--- src/rtl/uart_defs.svh ---
`ifndef UART_DEFS_SVH
`define UART_DEFS_SVH

// clock cycles per serial bit which must be even and at least 4
`define UART_BAUD_DIV 8

`define UART_FRAME_BITS 11   // start, 8 data, parity and stop

`define UART_SYNC_STAGES 2   // flops between the rx pin and the receiver

`endif

--- src/rtl/uart_ctrl_pkg.sv ---
package uart_ctrl_pkg;

   // command sequencer with one send and one wait state per byte
   typedef enum logic [2:0] {
      idle,
      send_hi,
      wait_hi,
      send_lo,
      wait_lo
   } uart_seq_state_t;

   // which half of the command word is on the transmit side
   typedef enum logic {
      hi,
      lo
   } uart_byte_sel_t;

endpackage

--- src/rtl/uart_frame_pkg.sv ---
package uart_frame_pkg;

   // ============================================================
   // serial frame
   // ============================================================

   typedef logic [7:0] uart_byte_t;

   // bit 0 leaves the wire first, so the start bit sits at the bottom
   typedef struct packed {
      logic       stop;
      logic       parity;   // odd over data plus this bit
      uart_byte_t data;
      logic       start;
   } uart_frame_t;

   // ============================================================
   // command word
   // ============================================================

   typedef struct packed {
      uart_byte_t hi;   // goes out first
      uart_byte_t lo;
   } uart_cmd_bytes_t;

   typedef union packed {
      logic [15:0]     raw;
      uart_cmd_bytes_t bytes;
   } uart_cmd_u;

endpackage

--- src/rtl/uart_if.sv ---
// ============================================================
// control to transmitter
// ============================================================

interface tx_byte_if;

   uart_frame_pkg::uart_byte_t data;
   logic                       start;   // only pulsed while busy is low
   logic                       busy;
   logic                       done;    // last cycle of the stop bit

   modport ctrl (
      output data,
      output start,
      input  busy,
      input  done
   );

   modport tx (
      input  data,
      input  start,
      output busy,
      output done
   );

endinterface

// ============================================================
// receiver to control
// ============================================================

interface rx_byte_if;

   uart_frame_pkg::uart_byte_t data;
   logic                       valid;        // data and flags hold only in this cycle
   logic                       parity_err;
   logic                       stop_err;

   modport rx (
      output data,
      output valid,
      output parity_err,
      output stop_err
   );

   modport ctrl (
      input data,
      input valid,
      input parity_err,
      input stop_err
   );

endinterface

--- src/rtl/uart_baud_gen.sv ---
`include "uart_defs.svh"

module uart_baud_gen (
   input  logic clk,
   input  logic rst_n,
   input  logic restart,
   output logic tick
);

   localparam int cnt_w = $clog2(`UART_BAUD_DIV);
   localparam logic [cnt_w-1:0] cnt_load = cnt_w'(`UART_BAUD_DIV - 1);

   logic [cnt_w-1:0] cnt;
   logic             reload;

   // restart pulls the bit grid onto the new frame
   assign reload = restart || (cnt == '0);

   always_ff @(posedge clk or negedge rst_n) begin
      if (!rst_n) begin
         cnt  <= cnt_load;
         tick <= 1'b0;
      end else begin
         if (reload) begin
            cnt <= cnt_load;
         end else begin
            cnt <= cnt - 1'b1;
         end
         tick <= reload;   // first tick lands right after a restart
      end
   end

endmodule

--- src/rtl/uart_cmd_ctrl.sv ---
module uart_cmd_ctrl (
   input  logic        clk,
   input  logic        rst_n,
   input  logic [15:0] cmd_in,
   input  logic        cmd_vld,
   output logic        cmd_rdy,
   output logic [7:0]  read_data,
   output logic        read_rdy,
   output logic        read_err,
   tx_byte_if.ctrl     tx_bus,
   rx_byte_if.ctrl     rx_bus
);

   uart_ctrl_pkg::uart_seq_state_t state;
   uart_ctrl_pkg::uart_seq_state_t state_next;
   uart_ctrl_pkg::uart_byte_sel_t  byte_sel;
   uart_frame_pkg::uart_cmd_u      cmd_q;
   logic                           accept;

   // ============================================================
   // command sequencer
   // ============================================================

   assign cmd_rdy = (state == uart_ctrl_pkg::idle);
   assign accept  = cmd_vld && cmd_rdy;

   always_comb begin
      state_next = state;
      case (state)
         uart_ctrl_pkg::idle:
            if (accept) state_next = uart_ctrl_pkg::send_hi;
         uart_ctrl_pkg::send_hi:
            if (!tx_bus.busy) state_next = uart_ctrl_pkg::wait_hi;
         uart_ctrl_pkg::wait_hi:
            if (tx_bus.done) state_next = uart_ctrl_pkg::send_lo;
         uart_ctrl_pkg::send_lo:
            if (!tx_bus.busy) state_next = uart_ctrl_pkg::wait_lo;
         uart_ctrl_pkg::wait_lo:
            if (tx_bus.done) state_next = uart_ctrl_pkg::idle;
         default:
            state_next = uart_ctrl_pkg::idle;
      endcase
   end

   always_ff @(posedge clk or negedge rst_n) begin
      if (!rst_n) begin
         state <= uart_ctrl_pkg::idle;
      end else begin
         state <= state_next;
      end
   end

   always_ff @(posedge clk) begin
      if (accept) begin
         cmd_q.raw <= cmd_in;
      end
   end

   assign byte_sel = ((state == uart_ctrl_pkg::send_lo) || (state == uart_ctrl_pkg::wait_lo))
                     ? uart_ctrl_pkg::lo : uart_ctrl_pkg::hi;

   assign tx_bus.data  = (byte_sel == uart_ctrl_pkg::hi) ? cmd_q.bytes.hi : cmd_q.bytes.lo;
   assign tx_bus.start = ((state == uart_ctrl_pkg::send_hi) || (state == uart_ctrl_pkg::send_lo))
                         && !tx_bus.busy;

   // ============================================================
   // receive side
   // ============================================================

   always_ff @(posedge clk or negedge rst_n) begin
      if (!rst_n) begin
         read_rdy <= 1'b0;
         read_err <= 1'b0;
      end else begin
         read_rdy <= rx_bus.valid;
         if (rx_bus.valid) begin
            read_err <= rx_bus.parity_err || rx_bus.stop_err;
         end
      end
   end

   always_ff @(posedge clk) begin
      if (rx_bus.valid) begin
         read_data <= rx_bus.data;   // held until the next byte arrives
      end
   end

endmodule

--- src/rtl/uart_rx_frame.sv ---
`include "uart_defs.svh"

module uart_rx_frame (
   input  logic  clk,
   input  logic  rst_n,
   input  logic  rx,
   rx_byte_if.rx rx_bus
);

   localparam int cnt_w = $clog2(`UART_BAUD_DIV);
   localparam logic [cnt_w-1:0] bit_load  = cnt_w'(`UART_BAUD_DIV - 1);
   localparam logic [cnt_w-1:0] half_load = cnt_w'(`UART_BAUD_DIV / 2 - 1);
   localparam int idx_w = $clog2(`UART_FRAME_BITS);
   localparam logic [idx_w-1:0] stop_idx = idx_w'(`UART_FRAME_BITS - 1);

   logic [`UART_SYNC_STAGES-1:0] sync_q;
   logic                         rx_s;
   logic                         rx_d;
   logic                         fall;
   logic                         active;
   logic [cnt_w-1:0]             cnt;
   logic [idx_w-1:0]             bit_idx;
   logic                         sample;
   uart_frame_pkg::uart_frame_t  frame_q;

   // ============================================================
   // line synchronizer and edge detect
   // ============================================================

   always_ff @(posedge clk or negedge rst_n) begin
      if (!rst_n) begin
         sync_q <= '1;   // idle line is high
         rx_d   <= 1'b1;
      end else begin
         sync_q <= {sync_q[`UART_SYNC_STAGES-2:0], rx};
         rx_d   <= rx_s;
      end
   end

   assign rx_s   = sync_q[`UART_SYNC_STAGES-1];
   assign fall   = rx_d && !rx_s;
   assign sample = active && (cnt == '0);   // middle of the current bit

   // ============================================================
   // bit timing
   // ============================================================

   always_ff @(posedge clk or negedge rst_n) begin
      if (!rst_n) begin
         active       <= 1'b0;
         cnt          <= '0;
         bit_idx      <= '0;
         rx_bus.valid <= 1'b0;
      end else begin
         rx_bus.valid <= 1'b0;
         if (!active) begin
            if (fall) begin
               active  <= 1'b1;
               cnt     <= half_load;   // first sample is half a bit in
               bit_idx <= '0;
            end
         end else if (cnt != '0) begin
            cnt <= cnt - 1'b1;
         end else if ((bit_idx == '0) && rx_s) begin
            active <= 1'b0;   // start bit did not hold so it was only a glitch
         end else if (bit_idx == stop_idx) begin
            active       <= 1'b0;
            rx_bus.valid <= 1'b1;
         end else begin
            cnt     <= bit_load;
            bit_idx <= bit_idx + 1'b1;
         end
      end
   end

   // bits come in LSB first and settle into place after the stop sample
   always_ff @(posedge clk) begin
      if (sample) begin
         frame_q <= uart_frame_pkg::uart_frame_t'({rx_s, frame_q[`UART_FRAME_BITS-1:1]});
      end
   end

   assign rx_bus.data       = frame_q.data;
   assign rx_bus.parity_err = ~^{frame_q.data, frame_q.parity};   // even count of ones
   assign rx_bus.stop_err   = ~frame_q.stop;

endmodule

--- src/rtl/uart_top.sv ---
module uart_top (
   input  logic        clk,
   input  logic        rst_n,
   input  logic [15:0] cmd_in,
   input  logic        cmd_vld,
   input  logic        rx,
   output logic        tx,
   output logic        cmd_rdy,
   output logic [7:0]  read_data,
   output logic        read_rdy,
   output logic        read_err
);

   logic tick;
   logic restart;

   tx_byte_if tx_bus ();
   rx_byte_if rx_bus ();

   uart_cmd_ctrl uart_cmd_ctrl_inst (
      .clk       (clk),
      .rst_n     (rst_n),
      .cmd_in    (cmd_in),
      .cmd_vld   (cmd_vld),
      .cmd_rdy   (cmd_rdy),
      .read_data (read_data),
      .read_rdy  (read_rdy),
      .read_err  (read_err),
      .tx_bus    (tx_bus.ctrl),
      .rx_bus    (rx_bus.ctrl)
   );

   uart_baud_gen uart_baud_gen_inst (
      .clk     (clk),
      .rst_n   (rst_n),
      .restart (restart),
      .tick    (tick)
   );

   uart_tx_frame uart_tx_frame_inst (
      .clk     (clk),
      .rst_n   (rst_n),
      .tx_bus  (tx_bus.tx),
      .tick    (tick),
      .restart (restart),
      .tx      (tx)
   );

   // receiver keeps its own timing locked to the incoming start edge
   uart_rx_frame uart_rx_frame_inst (
      .clk    (clk),
      .rst_n  (rst_n),
      .rx     (rx),
      .rx_bus (rx_bus.rx)
   );

endmodule

--- src/rtl/uart_tx_frame.sv ---
`include "uart_defs.svh"

module uart_tx_frame (
   input  logic  clk,
   input  logic  rst_n,
   tx_byte_if.tx tx_bus,
   input  logic  tick,
   output logic  restart,
   output logic  tx
);

   localparam int bit_w = $clog2(`UART_FRAME_BITS + 1);
   localparam logic [bit_w-1:0] last_bit = bit_w'(`UART_FRAME_BITS);

   uart_frame_pkg::uart_frame_t frame_next;
   uart_frame_pkg::uart_frame_t shreg;
   logic [bit_w-1:0]            bit_cnt;
   logic                        load;
   logic                        shift;

   // ============================================================
   // frame assembly
   // ============================================================

   always_comb begin
      frame_next.start  = 1'b0;
      frame_next.data   = tx_bus.data;
      frame_next.parity = ~^tx_bus.data;   // makes the count of ones odd
      frame_next.stop   = 1'b1;
   end

   assign load    = tx_bus.start && !tx_bus.busy;
   assign shift   = tx_bus.busy && tick;
   assign restart = load;

   // all bits are out and the stop bit has had its full period
   assign tx_bus.done = shift && (bit_cnt == last_bit);

   // ============================================================
   // shifter
   // ============================================================

   always_ff @(posedge clk or negedge rst_n) begin
      if (!rst_n) begin
         tx_bus.busy <= 1'b0;
         bit_cnt     <= '0;
         tx          <= 1'b1;
      end else if (load) begin
         tx_bus.busy <= 1'b1;
         bit_cnt     <= '0;
      end else if (shift) begin
         if (bit_cnt == last_bit) begin
            tx_bus.busy <= 1'b0;   // line is left high after the stop bit
         end else begin
            tx      <= shreg[0];
            bit_cnt <= bit_cnt + 1'b1;
         end
      end
   end

   always_ff @(posedge clk) begin
      if (load) begin
         shreg <= frame_next;
      end else if (shift) begin
         shreg <= uart_frame_pkg::uart_frame_t'({1'b1, shreg[`UART_FRAME_BITS-1:1]});
      end
   end

endmodule

--- config.mk ---
export PLATFORM = sky130hd
export DESIGN_NAME = uart_top
export DESIGN_NICKNAME = d
export VERILOG_FILES = /design/src/rtl/uart_ctrl_pkg.sv /design/src/rtl/uart_frame_pkg.sv /design/src/rtl/uart_if.sv /design/src/rtl/uart_baud_gen.sv /design/src/rtl/uart_cmd_ctrl.sv /design/src/rtl/uart_rx_frame.sv /design/src/rtl/uart_top.sv /design/src/rtl/uart_tx_frame.sv
export VERILOG_INCLUDE_DIRS = /design/src /design/src/rtl
export SDC_FILE = /design/constraint.sdc
export NUM_CORES = 1
export LEC_CHECK = 0
export ABC_AREA = 1
export BUFFER_PORTS_ARGS = -buffer_cell sky130_fd_sc_hd__buf_2
export CAP_MARGIN = 25
export CORE_MARGIN = 2
export CORE_UTILIZATION = 45
export CTS_BUF_LIST = sky130_fd_sc_hd__clkbuf_2
export DETAILED_ROUTE_END_ITERATION = 12
export GPL_TIMING_DRIVEN = 0
export HOLD_SLACK_MARGIN = 0.08
export PLACE_DENSITY = 0.66
export SYNTH_ARGS = -nofsm -noshare
export SYNTH_HDL_FRONTEND = slang
export SYNTH_SLANG_ARGS = --single-unit
--- constraint.sdc ---
create_clock -name clk -period 2.38 [get_ports clk]
set_clock_uncertainty 0.15 [all_clocks]
set_input_delay 0.238 -clock clk [delete_from_list [all_inputs] [get_ports clk]]
set_output_delay 0.238 -clock clk [all_outputs]
set_load 0.05 [all_outputs]
==> flow_summary.yaml <==
final_layout:
  synthToLayoutAreaGrowth_pct: 17.6
  fillerInstances: 632
  num_antenna_cells: 0
  fin_util_pct: 55.4
  final_cell_mix: "94 x nand2_1, 43 x edfxtp_1, 42 x inv_1"
  stdcell_count: 483
  drive_gt1_share_pct: 21.7
  layout.cells.most_common: "nand2_1"
  design_area_mm2: 0.00380
  nets: 410
synth:
  yosysTopAreaCell: "edfxtp_1"
  synth_edf_count: 43
  synth_area_per_cell_um2: 10.1
  syn-cell-area_mm2: 0.00324
  synth_cell_types: 34
  ys_ff_latch: 71
  syn_inst: 320
  ys_warn_count: 0
  synth_nets: 348
  synthTopCellsByArea: "edfxtp_1 40%, dfrtp_1 15%, nand2_1 11%, dfstp_2 5.7%, inv_1 5.0%"
  synth.top_cell.area_share_pct: 39.9
  ys_async_sr_fraction_pct: 38.0
  seq_area_frac_synth_pct: 61.7
  synth_ff_type: "edfxtp_1"
floorplanning:
  die_w_um: 88.8
  die_h_um: 88.8
  dieArea_mm2: 0.00788
  start_util_pct: 47.1
  coreArea_mm2: 0.00687
  pin_count: 32
  num_rows: 30
global_routing:
  grt_pass1_wl_um: 9330
  antenna_found_initial: 0
  grt_pass1_vias: 2105
  gr-total-overflow: 0
  grt_util_all_layers_pct: 15.6
  grt_max_degree: 28
clock_network:
  clock_sinks: 71
  cts_tree: "done"
  htree_num_levels: 3
  cts_root_buf: "clkbuf_2"
  post_cts_buffers: 0
  insertion_delay_ns: 0.49
  clk_pin_slew_ns: 0.19
  clock_path_buffers: 2
  numCtsBuffers: 9
critical_path:
  arrival_ns: 2.33
  worst_path_max_delay_cell: "dfrtp_1"
  reg2reg_slack_ns: 0.32
  required_ns: 2.65
  path_cells: "inv_1 > ha_1 > inv_1 > nor2_1 > nand2_1 > nor2_1 > nor2_1 > nor4_1 > nand2_1 > nand2_1 > nor2_1"
  rr_endpoint: "uart_rx_frame_inst.bit_idx[3]$_DFFE_PN0P_"
  reg2regPathDepth: 11
  crit_fanout: 4
  cp_common_cell: "nor2_1"
  crit_type: "flop to flop"
  endpoint_kind: "flop"
  start_kind: "flop"
  critPathLaunch: "uart_rx_frame_inst.cnt[0]$_DFFE_PN0P_"
  crit_end: "uart_rx_frame_inst.bit_idx[3]$_DFFE_PN0P_"
  reg2reg_from: "uart_rx_frame_inst.cnt[0]$_DFFE_PN0P_"
  critPathMaxStageDelay_ns: 0.44
timing:
  finalSetupViolCount: 0
  slew_headroom_pct: 61.5
  setup_slack_ns: 0.318
  rsz0062_at_grt: "false"
  fmax_mhz: 485
  hold_viol_final: 0
  period_needed_ns: 2.06
  slew_viol_final: 0
  post-route-period-util_pct: 86.6
  worstMarginPinSlew_ns: 0.578
  fin_tns_setup_ns: 0
worst_hold_path:
  hold_path.class: "primary input to asynchronous set/reset pin"
routing:
  wl_per_cell_um: 11.6
  wirelength_um: 5590
  ant_nets: 0
  drt_iter0_drc: 64
  dr.pass1.iters: 6
  drc: 0
  avgViaCountPerCell: 4.65
  vias: 2247
placed_design:
  placedCellCount: 448
  place_congestion: 0.815
  dpl-instance-area_mm2: 0.00352
  pre_cts_slack_ns: 0.270
  io_buffers: 31
  dp_hpwl_um: 3920
flow_run:
  cap_viol_max_count: 0
power:
  p_per_area_mw_per_mm2: 639
  vdd.ir_drop.worst_v: 0.000458
  leakage_nw: 1.81
outcome:
  status: "completed"
-- critical path, delay by kind of cell, from the launching register on --
family | cells | cell delay, ns
adder cells (fa/ha/maj) | 1 | 0.17
buffers and inverters | 2 | 0.13
flip-flops | 1 | 0.44
AND/OR/NAND/NOR | 8 | 1.10
-- worst min path at each step --
stage,cells past startpoint,startpoint,endpoint
2_1_floorplan,0,rst_n,uart_baud_gen_inst.tick$_DFF_PN0_
3_3_place_gp,1,rst_n,uart_tx_frame_inst.bit_cnt[3]$_DFFE_PN0P_
3_5_place_dp,1,rst_n,uart_tx_frame_inst.bit_cnt[2]$_DFFE_PN0P_
4_1_cts,2,rst_n,uart_rx_frame_inst.cnt[1]$_DFFE_PN0P_
5_1_grt,2,rst_n,uart_tx_frame_inst.bit_cnt[2]$_DFFE_PN0P_
6_report,2,rst_n,uart_rx_frame_inst.cnt[1]$_DFFE_PN0P_
-- per-stage QoR --
step / hold WS [ns] / total power (W)
6_report: 0.0952 / 0.00243
5_1_grt: 0.0931 / 0.00258
4_1_cts: 0.0918 / 0.00245
3_5_place_dp: 0.132 / 0.00188
3_3_place_gp: 0.125 / 0.00186
2_1_floorplan: -0.208 / 0.00178
-- synthesized netlist by cell type, types with 3 or more instances --
cell type / n
nand2_1: 94
edfxtp_1: 43
inv_1: 43
nand3_1: 21
dfrtp_1: 20
o21ai_0: 16
nand2_2: 14
nor2_1: 13
ha_1: 8
dfstp_2: 7
xor2_1: 4
a21oi_1: 3
a22oi_1: 3
buf_6: 3
inv_2: 3
nand3b_1: 3
nor3_1: 3
xnor2_1: 3
-- where the power goes --
| group | total [W] | internal, W | switching [W] |
|---|---|---|---|
| clock network | 0.000554 | 0.000136 | 0.000418 |
| logic | 0.000384 | 0.000163 | 0.000221 |
| registers | 0.00149 | 0.00143 | 0.0000661 |
-- metal layers --
layer / vias up / global-route usage, % / share of wire (%)
li1: 1158 / - / -
met1: 1045 / 18.8 / 44
met2: 37 / 26.1 / 51
met3: 7 / 5.97 / 4.5
met4: 0 / 4.68 / 0.48
met5: - / 0 / 0
-- state kept, by name, indices dropped and copies added (netlist names), 3 cells and up --
register and flops:
uart_rx_frame_inst.cnt 3, uart_cmd_ctrl_inst.read_data 8, uart_cmd_ctrl_inst.cmd_q 16, uart_tx_frame_inst.bit_cnt 4, uart_rx_frame_inst.bit_idx 4, uart_cmd_ctrl_inst.state 3
uart_rx_frame_inst.rx_bus.data 8, uart_tx_frame_inst.shreg 10, uart_baud_gen_inst.cnt 3
-- what timing repair did --
action                                  in CTS  in global routing
endpoints found under the hold margin       50                  0
hold buffers                                19                  0
endpoints found under the setup margin       0                  2
gates resized for setup                      0                  1
-- kinds of logic (layout without fill, tap and decap cells) --
family	after synthesis	after routing	share of synthesized area [%]
AOI/OAI and AO/OA	27	27	4.76
xor gates and xnor gates	7	7	1.89
adders and majority gates	8	8	3.09
buffers and inverters	52	119	7.27
DFF	71	71	61.7
muxes	1	1	0.348
and+or+nand+nor	154	154	21.0
-- layout make-up --
type                            count  area (um^2)  area share [%]
Multi-Input combinational cell    197         1010            26.5
Buffer                              6         62.6            1.64
Sequential cell                    71         2000            52.4
Clock buffer                       10         50.0            1.32
Clock inverter                      6         37.5           0.987
Inverter                           46          176            4.64
Timing Repair Buffer               51          353            9.27
Tap cell                           96          120            3.16
Power figures use the tool's default switching activity.
